<file path="config.mk">
export PLATFORM = sky130hd
export DESIGN_NAME = overlay_control_top
export DESIGN_NICKNAME = d
export VERILOG_FILES = /design/src/common/overlay_pkg.sv /design/src/spi/spi_slave.sv /design/src/control/image_upload_receiver.sv /design/src/control/overlay_spi_control.sv /design/src/logic/overlay_control_top.sv
export SDC_FILE = /design/constraint.sdc
export NUM_CORES = 1
export LEC_CHECK = 0
export BUFFER_PORTS_ARGS = -buffer_cell sky130_fd_sc_hd__clkbuf_2
export CAP_MARGIN = 20
export CORE_UTILIZATION = 50
export DETAILED_ROUTE_END_ITERATION = 7
export PLACE_DENSITY = 0.78
export SYNTH_ARGS = -nofsm -noshare
export SYNTH_HDL_FRONTEND = slang
export SYNTH_SLANG_ARGS = --single-unit
</file>
<file path="constraint.sdc">
create_clock -name clk -period 7.6 [get_ports clk]
set_input_delay 1.14 -clock clk [delete_from_list [all_inputs] [get_ports clk]]
set_output_delay 1.14 -clock clk [all_outputs]
set_load 0.005 [all_outputs]
</file>
<file path="src/common/overlay_pkg.sv">
`default_nettype none

package overlay_pkg;

    localparam int COORD_W = 11;
    localparam int PIXEL_W = 16;
    localparam int ALPHA_W = 3;

    // Upload raster size
    localparam int RES_X = 800;
    localparam int RES_Y = 600;

    typedef logic [COORD_W-1:0] coord_t;
    typedef logic signed [COORD_W:0] offset_t;
    typedef logic [PIXEL_W-1:0] pixel_t;
    typedef logic [ALPHA_W-1:0] alpha_t;
    typedef logic [7:0] spi_byte_t;
    typedef logic [15:0] cmd_arg_t;

    typedef enum logic [7:0] {
        CMD_RESET            = 8'h00,
        CMD_SET_MODE         = 8'h01,
        CMD_SET_FLAGS        = 8'h02,
        CMD_SET_SCALE        = 8'h03,
        CMD_SET_OFFSET_X     = 8'h04,
        CMD_SET_OFFSET_Y     = 8'h05,
        CMD_SET_TRANSPARENCY = 8'h06,
        CMD_SET_CLIP_LEFT    = 8'h07,
        CMD_SET_CLIP_RIGHT   = 8'h08,
        CMD_SET_CLIP_TOP     = 8'h09,
        CMD_SET_CLIP_BOTTOM  = 8'h0A,
        CMD_SET_FREEZE       = 8'h0B,
        CMD_START_UPLOAD     = 8'h0C,
        CMD_NO_OP            = 8'hFF
    } spi_cmd_e;

    typedef enum logic [2:0] {
        AWAIT_CMD,
        AWAIT_ARG_HI,
        AWAIT_ARG_LO,
        APPLY,
        UPLOAD
    } cmd_state_e;

    // Foreground layer register set
    typedef struct packed {
        logic    freeze;
        logic [1:0] overlay_mode;
        logic [1:0] fg_scale;
        offset_t offset_x;
        offset_t offset_y;
        coord_t  clip_left;
        coord_t  clip_right;
        coord_t  clip_top;
        coord_t  clip_bottom;
        alpha_t  transparency;
    } overlay_ctrl_t;

    typedef struct packed {
        coord_t x;
        coord_t y;
        pixel_t pixel;
    } pixel_write_t;

endpackage

`default_nettype wire

</file>
<file path="src/spi/spi_slave.sv">
`default_nettype none
`timescale 1ns/1ps

module spi_slave import overlay_pkg::*; (
    input  wire logic clk,
    input  wire logic reset,
    input  wire logic spi_sck,
    input  wire logic spi_ss,
    input  wire logic spi_mosi,
    output logic      spi_miso,
    output spi_byte_t rx_byte,
    output logic      byte_ready,
    output logic      spi_active
);

    // Two sync stages plus one for edge detection on SCK
    logic [2:0] sck_q;
    logic [1:0] ss_q;
    logic [1:0] mosi_q;

    logic       sck_rise;
    logic       sck_fall;
    logic       ss_n;
    logic       mosi_s;

    logic [2:0] bit_cnt;
    logic [6:0] rx_shift;
    spi_byte_t  tx_shift;

    always_ff @(posedge clk) begin
        if (reset) begin
            sck_q <= '0;
            ss_q  <= '1;
        end else begin
            sck_q <= {sck_q[1:0], spi_sck};
            ss_q  <= {ss_q[0], spi_ss};
        end
        mosi_q <= {mosi_q[0], spi_mosi};
    end

    assign ss_n     = ss_q[1];
    assign mosi_s   = mosi_q[1];
    assign sck_rise = !ss_n && sck_q[1] && !sck_q[2];
    assign sck_fall = !ss_n && !sck_q[1] && sck_q[2];

    always_ff @(posedge clk) begin
        if (reset) begin
            bit_cnt    <= '0;
            byte_ready <= 1'b0;
            spi_active <= 1'b0;
            tx_shift   <= '0;
        end else begin
            spi_active <= !ss_n;
            byte_ready <= sck_rise && (bit_cnt == 3'd7);
            if (ss_n) begin
                // Idle between frames, next frame echoes 00 first
                bit_cnt  <= '0;
                tx_shift <= '0;
            end else if (sck_rise) begin
                bit_cnt <= bit_cnt + 3'd1;
                if (bit_cnt == 3'd7) begin
                    tx_shift <= {rx_shift, mosi_s};
                end
            end else if (sck_fall && bit_cnt != 3'd0) begin
                // No shift on the fall that closes a byte
                tx_shift <= {tx_shift[6:0], 1'b0};
            end
        end
    end

    always_ff @(posedge clk) begin
        if (sck_rise) begin
            rx_shift <= {rx_shift[5:0], mosi_s};
            if (bit_cnt == 3'd7) begin
                rx_byte <= {rx_shift, mosi_s};
            end
        end
    end

    assign spi_miso = tx_shift[7];

endmodule

`default_nettype wire

</file>
<file path="src/control/image_upload_receiver.sv">
`default_nettype none
`timescale 1ns/1ps

module image_upload_receiver import overlay_pkg::*; (
    input  wire logic      clk,
    input  wire logic      reset,
    input  wire logic      upload_enable,
    input  wire spi_byte_t rx_byte,
    input  wire logic      byte_ready,
    output pixel_write_t   pixel_write,
    output logic           pixel_valid
);

    localparam coord_t LAST_X = coord_t'(RES_X - 1);
    localparam coord_t LAST_Y = coord_t'(RES_Y - 1);

    logic      phase;
    spi_byte_t hi_byte;
    coord_t    x;
    coord_t    y;
    logic      pixel_done;

    // Second byte of a pixel
    assign pixel_done = upload_enable && byte_ready && phase;

    always_ff @(posedge clk) begin
        if (reset) begin
            phase       <= 1'b0;
            x           <= '0;
            y           <= '0;
            pixel_valid <= 1'b0;
        end else begin
            pixel_valid <= pixel_done;
            if (!upload_enable) begin
                phase <= 1'b0;
                x     <= '0;
                y     <= '0;
            end else if (byte_ready) begin
                phase <= !phase;
                if (phase) begin
                    // Raster step with wrap at line and frame end
                    if (x == LAST_X) begin
                        x <= '0;
                        if (y == LAST_Y) begin
                            y <= '0;
                        end else begin
                            y <= y + coord_t'(1);
                        end
                    end else begin
                        x <= x + coord_t'(1);
                    end
                end
            end
        end
    end

    always_ff @(posedge clk) begin
        if (upload_enable && byte_ready && !phase) begin
            hi_byte <= rx_byte;
        end
        if (pixel_done) begin
            pixel_write.x     <= x;
            pixel_write.y     <= y;
            pixel_write.pixel <= {hi_byte, rx_byte};
        end
    end

endmodule

`default_nettype wire

</file>
<file path="src/control/overlay_spi_control.sv">
`default_nettype none
`timescale 1ns/1ps

module overlay_spi_control import overlay_pkg::*; (
    input  wire logic     clk,
    input  wire logic     reset,
    input  wire logic     spi_sck,
    input  wire logic     spi_ss,
    input  wire logic     spi_mosi,
    output logic          spi_miso,
    output overlay_ctrl_t overlay_ctrl,
    output pixel_write_t  pixel_write,
    output logic          pixel_valid
);

    spi_byte_t  rx_byte;
    logic       byte_ready;
    logic       spi_active;

    cmd_state_e state;
    spi_byte_t  cmd;
    cmd_arg_t   arg;
    logic       upload_enable;

    function automatic logic takes_no_arg(input spi_byte_t code);
        case (code)
            CMD_RESET,
            CMD_NO_OP: return 1'b1;
            default:   return 1'b0;
        endcase
    endfunction

    function automatic logic takes_one_arg(input spi_byte_t code);
        case (code)
            CMD_SET_MODE,
            CMD_SET_FLAGS,
            CMD_SET_SCALE,
            CMD_SET_TRANSPARENCY,
            CMD_SET_FREEZE: return 1'b1;
            default:        return 1'b0;
        endcase
    endfunction

    spi_slave u_spi_slave (
        .clk        (clk),
        .reset      (reset),
        .spi_sck    (spi_sck),
        .spi_ss     (spi_ss),
        .spi_mosi   (spi_mosi),
        .spi_miso   (spi_miso),
        .rx_byte    (rx_byte),
        .byte_ready (byte_ready),
        .spi_active (spi_active)
    );

    // Command FSM
    always_ff @(posedge clk) begin
        if (reset) begin
            state <= AWAIT_CMD;
        end else if (!spi_active && state != APPLY) begin
            // SS went high, drop any partial command or upload
            state <= AWAIT_CMD;
        end else begin
            case (state)
                AWAIT_CMD: begin
                    if (byte_ready) begin
                        if (rx_byte == CMD_START_UPLOAD) begin
                            state <= UPLOAD;
                        end else if (takes_no_arg(rx_byte)) begin
                            state <= APPLY;
                        end else if (takes_one_arg(rx_byte)) begin
                            state <= AWAIT_ARG_LO;
                        end else begin
                            state <= AWAIT_ARG_HI;
                        end
                    end
                end
                AWAIT_ARG_HI: begin
                    if (byte_ready) begin
                        state <= AWAIT_ARG_LO;
                    end
                end
                AWAIT_ARG_LO: begin
                    if (byte_ready) begin
                        state <= APPLY;
                    end
                end
                APPLY: begin
                    state <= AWAIT_CMD;
                end
                UPLOAD: begin
                    // Held until SS deasserts
                    state <= UPLOAD;
                end
                default: begin
                    state <= AWAIT_CMD;
                end
            endcase
        end
    end

    // Command byte and argument capture
    always_ff @(posedge clk) begin
        if (byte_ready) begin
            case (state)
                AWAIT_CMD: begin
                    cmd <= rx_byte;
                    arg <= '0;
                end
                AWAIT_ARG_HI: arg[15:8] <= rx_byte;
                AWAIT_ARG_LO: arg[7:0]  <= rx_byte;
                default: ;
            endcase
        end
    end

    // Foreground register set
    always_ff @(posedge clk) begin
        if (reset) begin
            overlay_ctrl <= '0;
        end else if (state == APPLY) begin
            case (cmd)
                CMD_RESET: begin
                    overlay_ctrl.freeze       <= 1'b0;
                    overlay_ctrl.overlay_mode <= '0;
                    overlay_ctrl.fg_scale     <= '0;
                    overlay_ctrl.offset_x     <= '0;
                    overlay_ctrl.offset_y     <= '0;
                    overlay_ctrl.clip_left    <= '0;
                    overlay_ctrl.clip_right   <= '0;
                    overlay_ctrl.clip_top     <= '0;
                    overlay_ctrl.clip_bottom  <= '0;
                end
                CMD_SET_MODE:         overlay_ctrl.overlay_mode <= arg[1:0];
                CMD_SET_SCALE:        overlay_ctrl.fg_scale     <= arg[1:0];
                CMD_SET_OFFSET_X:     overlay_ctrl.offset_x     <= arg[COORD_W:0];
                CMD_SET_OFFSET_Y:     overlay_ctrl.offset_y     <= arg[COORD_W:0];
                CMD_SET_TRANSPARENCY: overlay_ctrl.transparency <= arg[ALPHA_W-1:0];
                CMD_SET_CLIP_LEFT:    overlay_ctrl.clip_left    <= arg[COORD_W-1:0];
                CMD_SET_CLIP_RIGHT:   overlay_ctrl.clip_right   <= arg[COORD_W-1:0];
                CMD_SET_CLIP_TOP:     overlay_ctrl.clip_top     <= arg[COORD_W-1:0];
                CMD_SET_CLIP_BOTTOM:  overlay_ctrl.clip_bottom  <= arg[COORD_W-1:0];
                CMD_SET_FREEZE:       overlay_ctrl.freeze       <= arg[0];
                // Flags, no-op and unknown codes leave the set alone
                default: ;
            endcase
        end
    end

    assign upload_enable = (state == UPLOAD);

    image_upload_receiver u_image_upload_receiver (
        .clk           (clk),
        .reset         (reset),
        .upload_enable (upload_enable),
        .rx_byte       (rx_byte),
        .byte_ready    (byte_ready),
        .pixel_write   (pixel_write),
        .pixel_valid   (pixel_valid)
    );

endmodule

`default_nettype wire

</file>
<file path="src/logic/overlay_control_top.sv">
`default_nettype none
`timescale 1ns/1ps

module overlay_control_top import overlay_pkg::*; (
    input  wire logic     clk,
    input  wire logic     reset,
    input  wire logic     spi_sck,
    input  wire logic     spi_ss,
    input  wire logic     spi_mosi,
    output logic          spi_miso,
    output overlay_ctrl_t overlay_ctrl,
    output pixel_write_t  pixel_write,
    output logic          pixel_valid
);

    // Host control port, feeds the overlay pipeline
    overlay_spi_control u_overlay_spi_control (
        .clk          (clk),
        .reset        (reset),
        .spi_sck      (spi_sck),
        .spi_ss       (spi_ss),
        .spi_mosi     (spi_mosi),
        .spi_miso     (spi_miso),
        .overlay_ctrl (overlay_ctrl),
        .pixel_write  (pixel_write),
        .pixel_valid  (pixel_valid)
    );

endmodule

`default_nettype wire

</file>
==> reports/qor.csv <==
metric,value,unit
Routed WL,15720,um
total of max-cap violations,0,
unrepaired setup endpoints after global routing,no,
per-cell routed wire length,16.90,um
CP most frequent cell,nor2_1,
gp weighted congestion,0.9026,
vias,5234,
fillers,1135,
TritonCTS buffer count,21,
height of the die,123.8,um
Die W,123.8,um
kind of cell adding the most delay to the critical path,simple AND/OR/NAND/NOR gates,
core area,14480,um2
"Seq/Total Area, Yosys",0.6597,
status,"finished, final reports clean",
final setup fails,0,
CP required,7.93,ns
Post-DRT Antenna Nets,0,
fmax,0.3402,GHz
fraction of layout cells with a size suffix above 1,0.2252,
Final Cell Area,8791,um2
HPWL Detailed,10770,um
Clk Tree Root Cell,clkbuf_16,
port bufs,120,
GRT met3 Usage,0.03297,
synthesized area,7420,um2
Worst-path clk slew,0.06,ns
hold crit path type,flip-flop to flip-flop,
Post-synth EDFFs,81,
total power per unit cell area,244.2,nW/um2
vias in the first global route,4764,
Slew Limit Fails,0,
post-cts hold buffer count,0,
critical path endpoint category,flip-flop,
first-pass GRT wire length,23840,um
crit path max fanout,18,
Setup Crit Path Kind,flip-flop to flip-flop,
async set-reset flop share out of synthesis,0,
ANT cells,0,
antenna violations before repair,0,
number of DRC markers in iteration 0,386,
H-tree levels,1,
# IOs,121,
Final Cycle Share,0.3868,
Syn Area/Cell,11.89,um2
hold_sp,u_overlay_spi_control.u_spi_slave.mosi_q[0]$_DFF_P_,
met2 usage,0.3215,
initial core utilization,0.5124,
net count after synthesis,634,
Worst Setup SP,u_overlay_spi_control.cmd[3]$_DFFE_PP_,
worst skew pair latency,0.48,ns
grt peak-use layer,met2,
largest net degree at the start of global routing,69,
post-synthesis cell type count,45,
Worst Tran Pin Value,1.056,ns
setup_tns,0,ns
area grow syn2layout,18.48,%
data arrival time of the worst path,3.27,ns
GR Util All Layers,0.1997,
most frequent cells in the layout,"dfxtp_1 (123), clkbuf_2 (120), edfxtp_1 (81)",
die area,15330,um2
Max-slew headroom,0.2946,
Reg area,4895,um2
VDD IR-drop max,0.0002128,V
slowest cell on the critical path,nor2_1,
CP peak stage delay,0.89,ns
"Buf+Inv Stages, Crit Path",0,
CTS max path bufs,3,
worst-path cell chain,"nand4bb_1, nor2_1, and3_1, mux2i_1, nor2_1",
post-synthesis register bit count,204,
P_leak,3.152,nW
first drt pass iteration count,5,
Layout Nets,742,
area of the multi-input gates,2335,um2
Vias/cell,5.628,
"Top FF cell, synth",dfxtp_1,
"most common cell after layout, fill and taps aside",dfxtp_1,
total power,2.147,mW
r2r startpoint,u_overlay_spi_control.cmd[3]$_DFFE_PP_,
total clock sinks,204,
Post CTS Setup Buffer Count,0,
Placement Cell Area,8102,um2
Syn. warnings,0,
gate count after technology mapping,624,
GRT met1 Usage,0.2660,
post-cts gate resize count,0,
drt drc,0,
Rows,44,
CTS tree,yes,
Overflow after GRT,0,
Final Hold Fails,0,
Worst Skew,0.01705,ns
min cycle time layout,2.940,ns
critical path startpoint category,flip-flop,
[final cells by class]
type	instances	area share
well taps	184	0.02619
multi-input cells	375	0.2656
flip-flops and latches	204	0.5568
clock inverters	12	0.01281
repair buffers	123	0.07059
inverters	7	0.002989
clock buffers	25	0.06504
[metrics by stage]
step	utilization	instances	hold slack (ns)	setup WS, ns
after floorplan	-	624	0.3096	4.808
after global placement	0.5595	892	0.3132	4.935
after detailed placement	0.5595	892	0.3179	4.765
after CTS	0.6068	929	0.3319	4.708
after global routing	0.6072	930	0.3401	4.415
final	0.6072	930	0.3268	4.660
[cells in the mapped netlist, types with 10 or more instances]
cell type / n / area share
a22o_1: 22 / 0.026
nand2_1: 35 / 0.018
dfxtp_1: 123 / 0.33
a22oi_1: 24 / 0.024
and3_1: 10 / 0.0084
nor2_1: 73 / 0.037
xnor2_1: 10 / 0.012
nand3_1: 15 / 0.010
clkbuf_1: 24 / 0.012
o21ai_0: 18 / 0.012
and2_1: 15 / 0.013
a32o_1: 12 / 0.016
mux2i_1: 11 / 0.015
xor2_1: 14 / 0.017
buf_2: 11 / 0.0074
edfxtp_1: 81 / 0.33
nor2b_1: 18 / 0.015
a21oi_1: 24 / 0.016
[worst paths after layout]
check | endpoint | slack, ns | depth (start not counted)
worst max-delay path | u_overlay_spi_control.overlay_ctrl[2]$_SDFFE_PP0P_ | 4.66 | 5
worst min-delay path | u_overlay_spi_control.u_spi_slave.mosi_q[1]$_DFF_P_ | 0.33 | 0
worst max register to register | u_overlay_spi_control.overlay_ctrl[2]$_SDFFE_PP0P_ | 4.66 | 5
worst min register to register | u_overlay_spi_control.u_spi_slave.mosi_q[1]$_DFF_P_ | 0.33 | 0
[worst register-to-register path, delay by kind of cell (launching register included)]
family	cells	cell delay (ns)
and+or+nand+nor	4	2.04
DFF	1	0.50
muxes	1	0.24
[per-layer routing]
metal | vias to the layer above | share of wire
met5 | - | 0
li1 | 2468 | -
met4 | 0 | 0.034
met3 | 39 | 0.067
met2 | 197 | 0.47
met1 | 2530 | 0.43
[registers in the layout (all words and copies together), names as in the netlist, 2 cells and up]
register,flops
u_overlay_spi_control.overlay_ctrl,76
u_overlay_spi_control.u_image_upload_receiver.pixel_write,38
u_overlay_spi_control.arg,12
u_overlay_spi_control.u_image_upload_receiver.x,11
u_overlay_spi_control.u_image_upload_receiver.y,11
u_overlay_spi_control.cmd,8
u_overlay_spi_control.u_image_upload_receiver.hi_byte,8
u_overlay_spi_control.u_spi_slave.rx_byte,8
u_overlay_spi_control.u_spi_slave.tx_shift,8
u_overlay_spi_control.u_spi_slave.rx_shift,7
u_overlay_spi_control.state,3
u_overlay_spi_control.u_spi_slave.bit_cnt,3
u_overlay_spi_control.u_spi_slave.sck_q,3
u_overlay_spi_control.u_spi_slave.mosi_q,2
u_overlay_spi_control.u_spi_slave.ss_q,2
[logic make-up (layout without fill, tap and decap cells)]
kind of cell | count (synthesis) | in the layout | share of synthesized area
and+or+nand+nor | 219 | 219 | 0.1521
DFF | 204 | 204 | 0.6597
AOI/OAI and AO/OA | 116 | 116 | 0.1100
buffers and inverters | 45 | 167 | 0.02664
xor gates and xnor gates | 24 | 24 | 0.02833
muxes | 11 | 11 | 0.01484
adders and majority gates | 5 | 5 | 0.008432
[power breakdown]
group          internal (mW)  total, mW  leakage, nW  switching, mW
clock                  0.604      0.998        0.337          0.394
sequential              1.13       1.13         1.65       0.000865
combinational        0.00431     0.0171         1.16         0.0128
No activity file was read; power rests on OpenSTA's default activity.
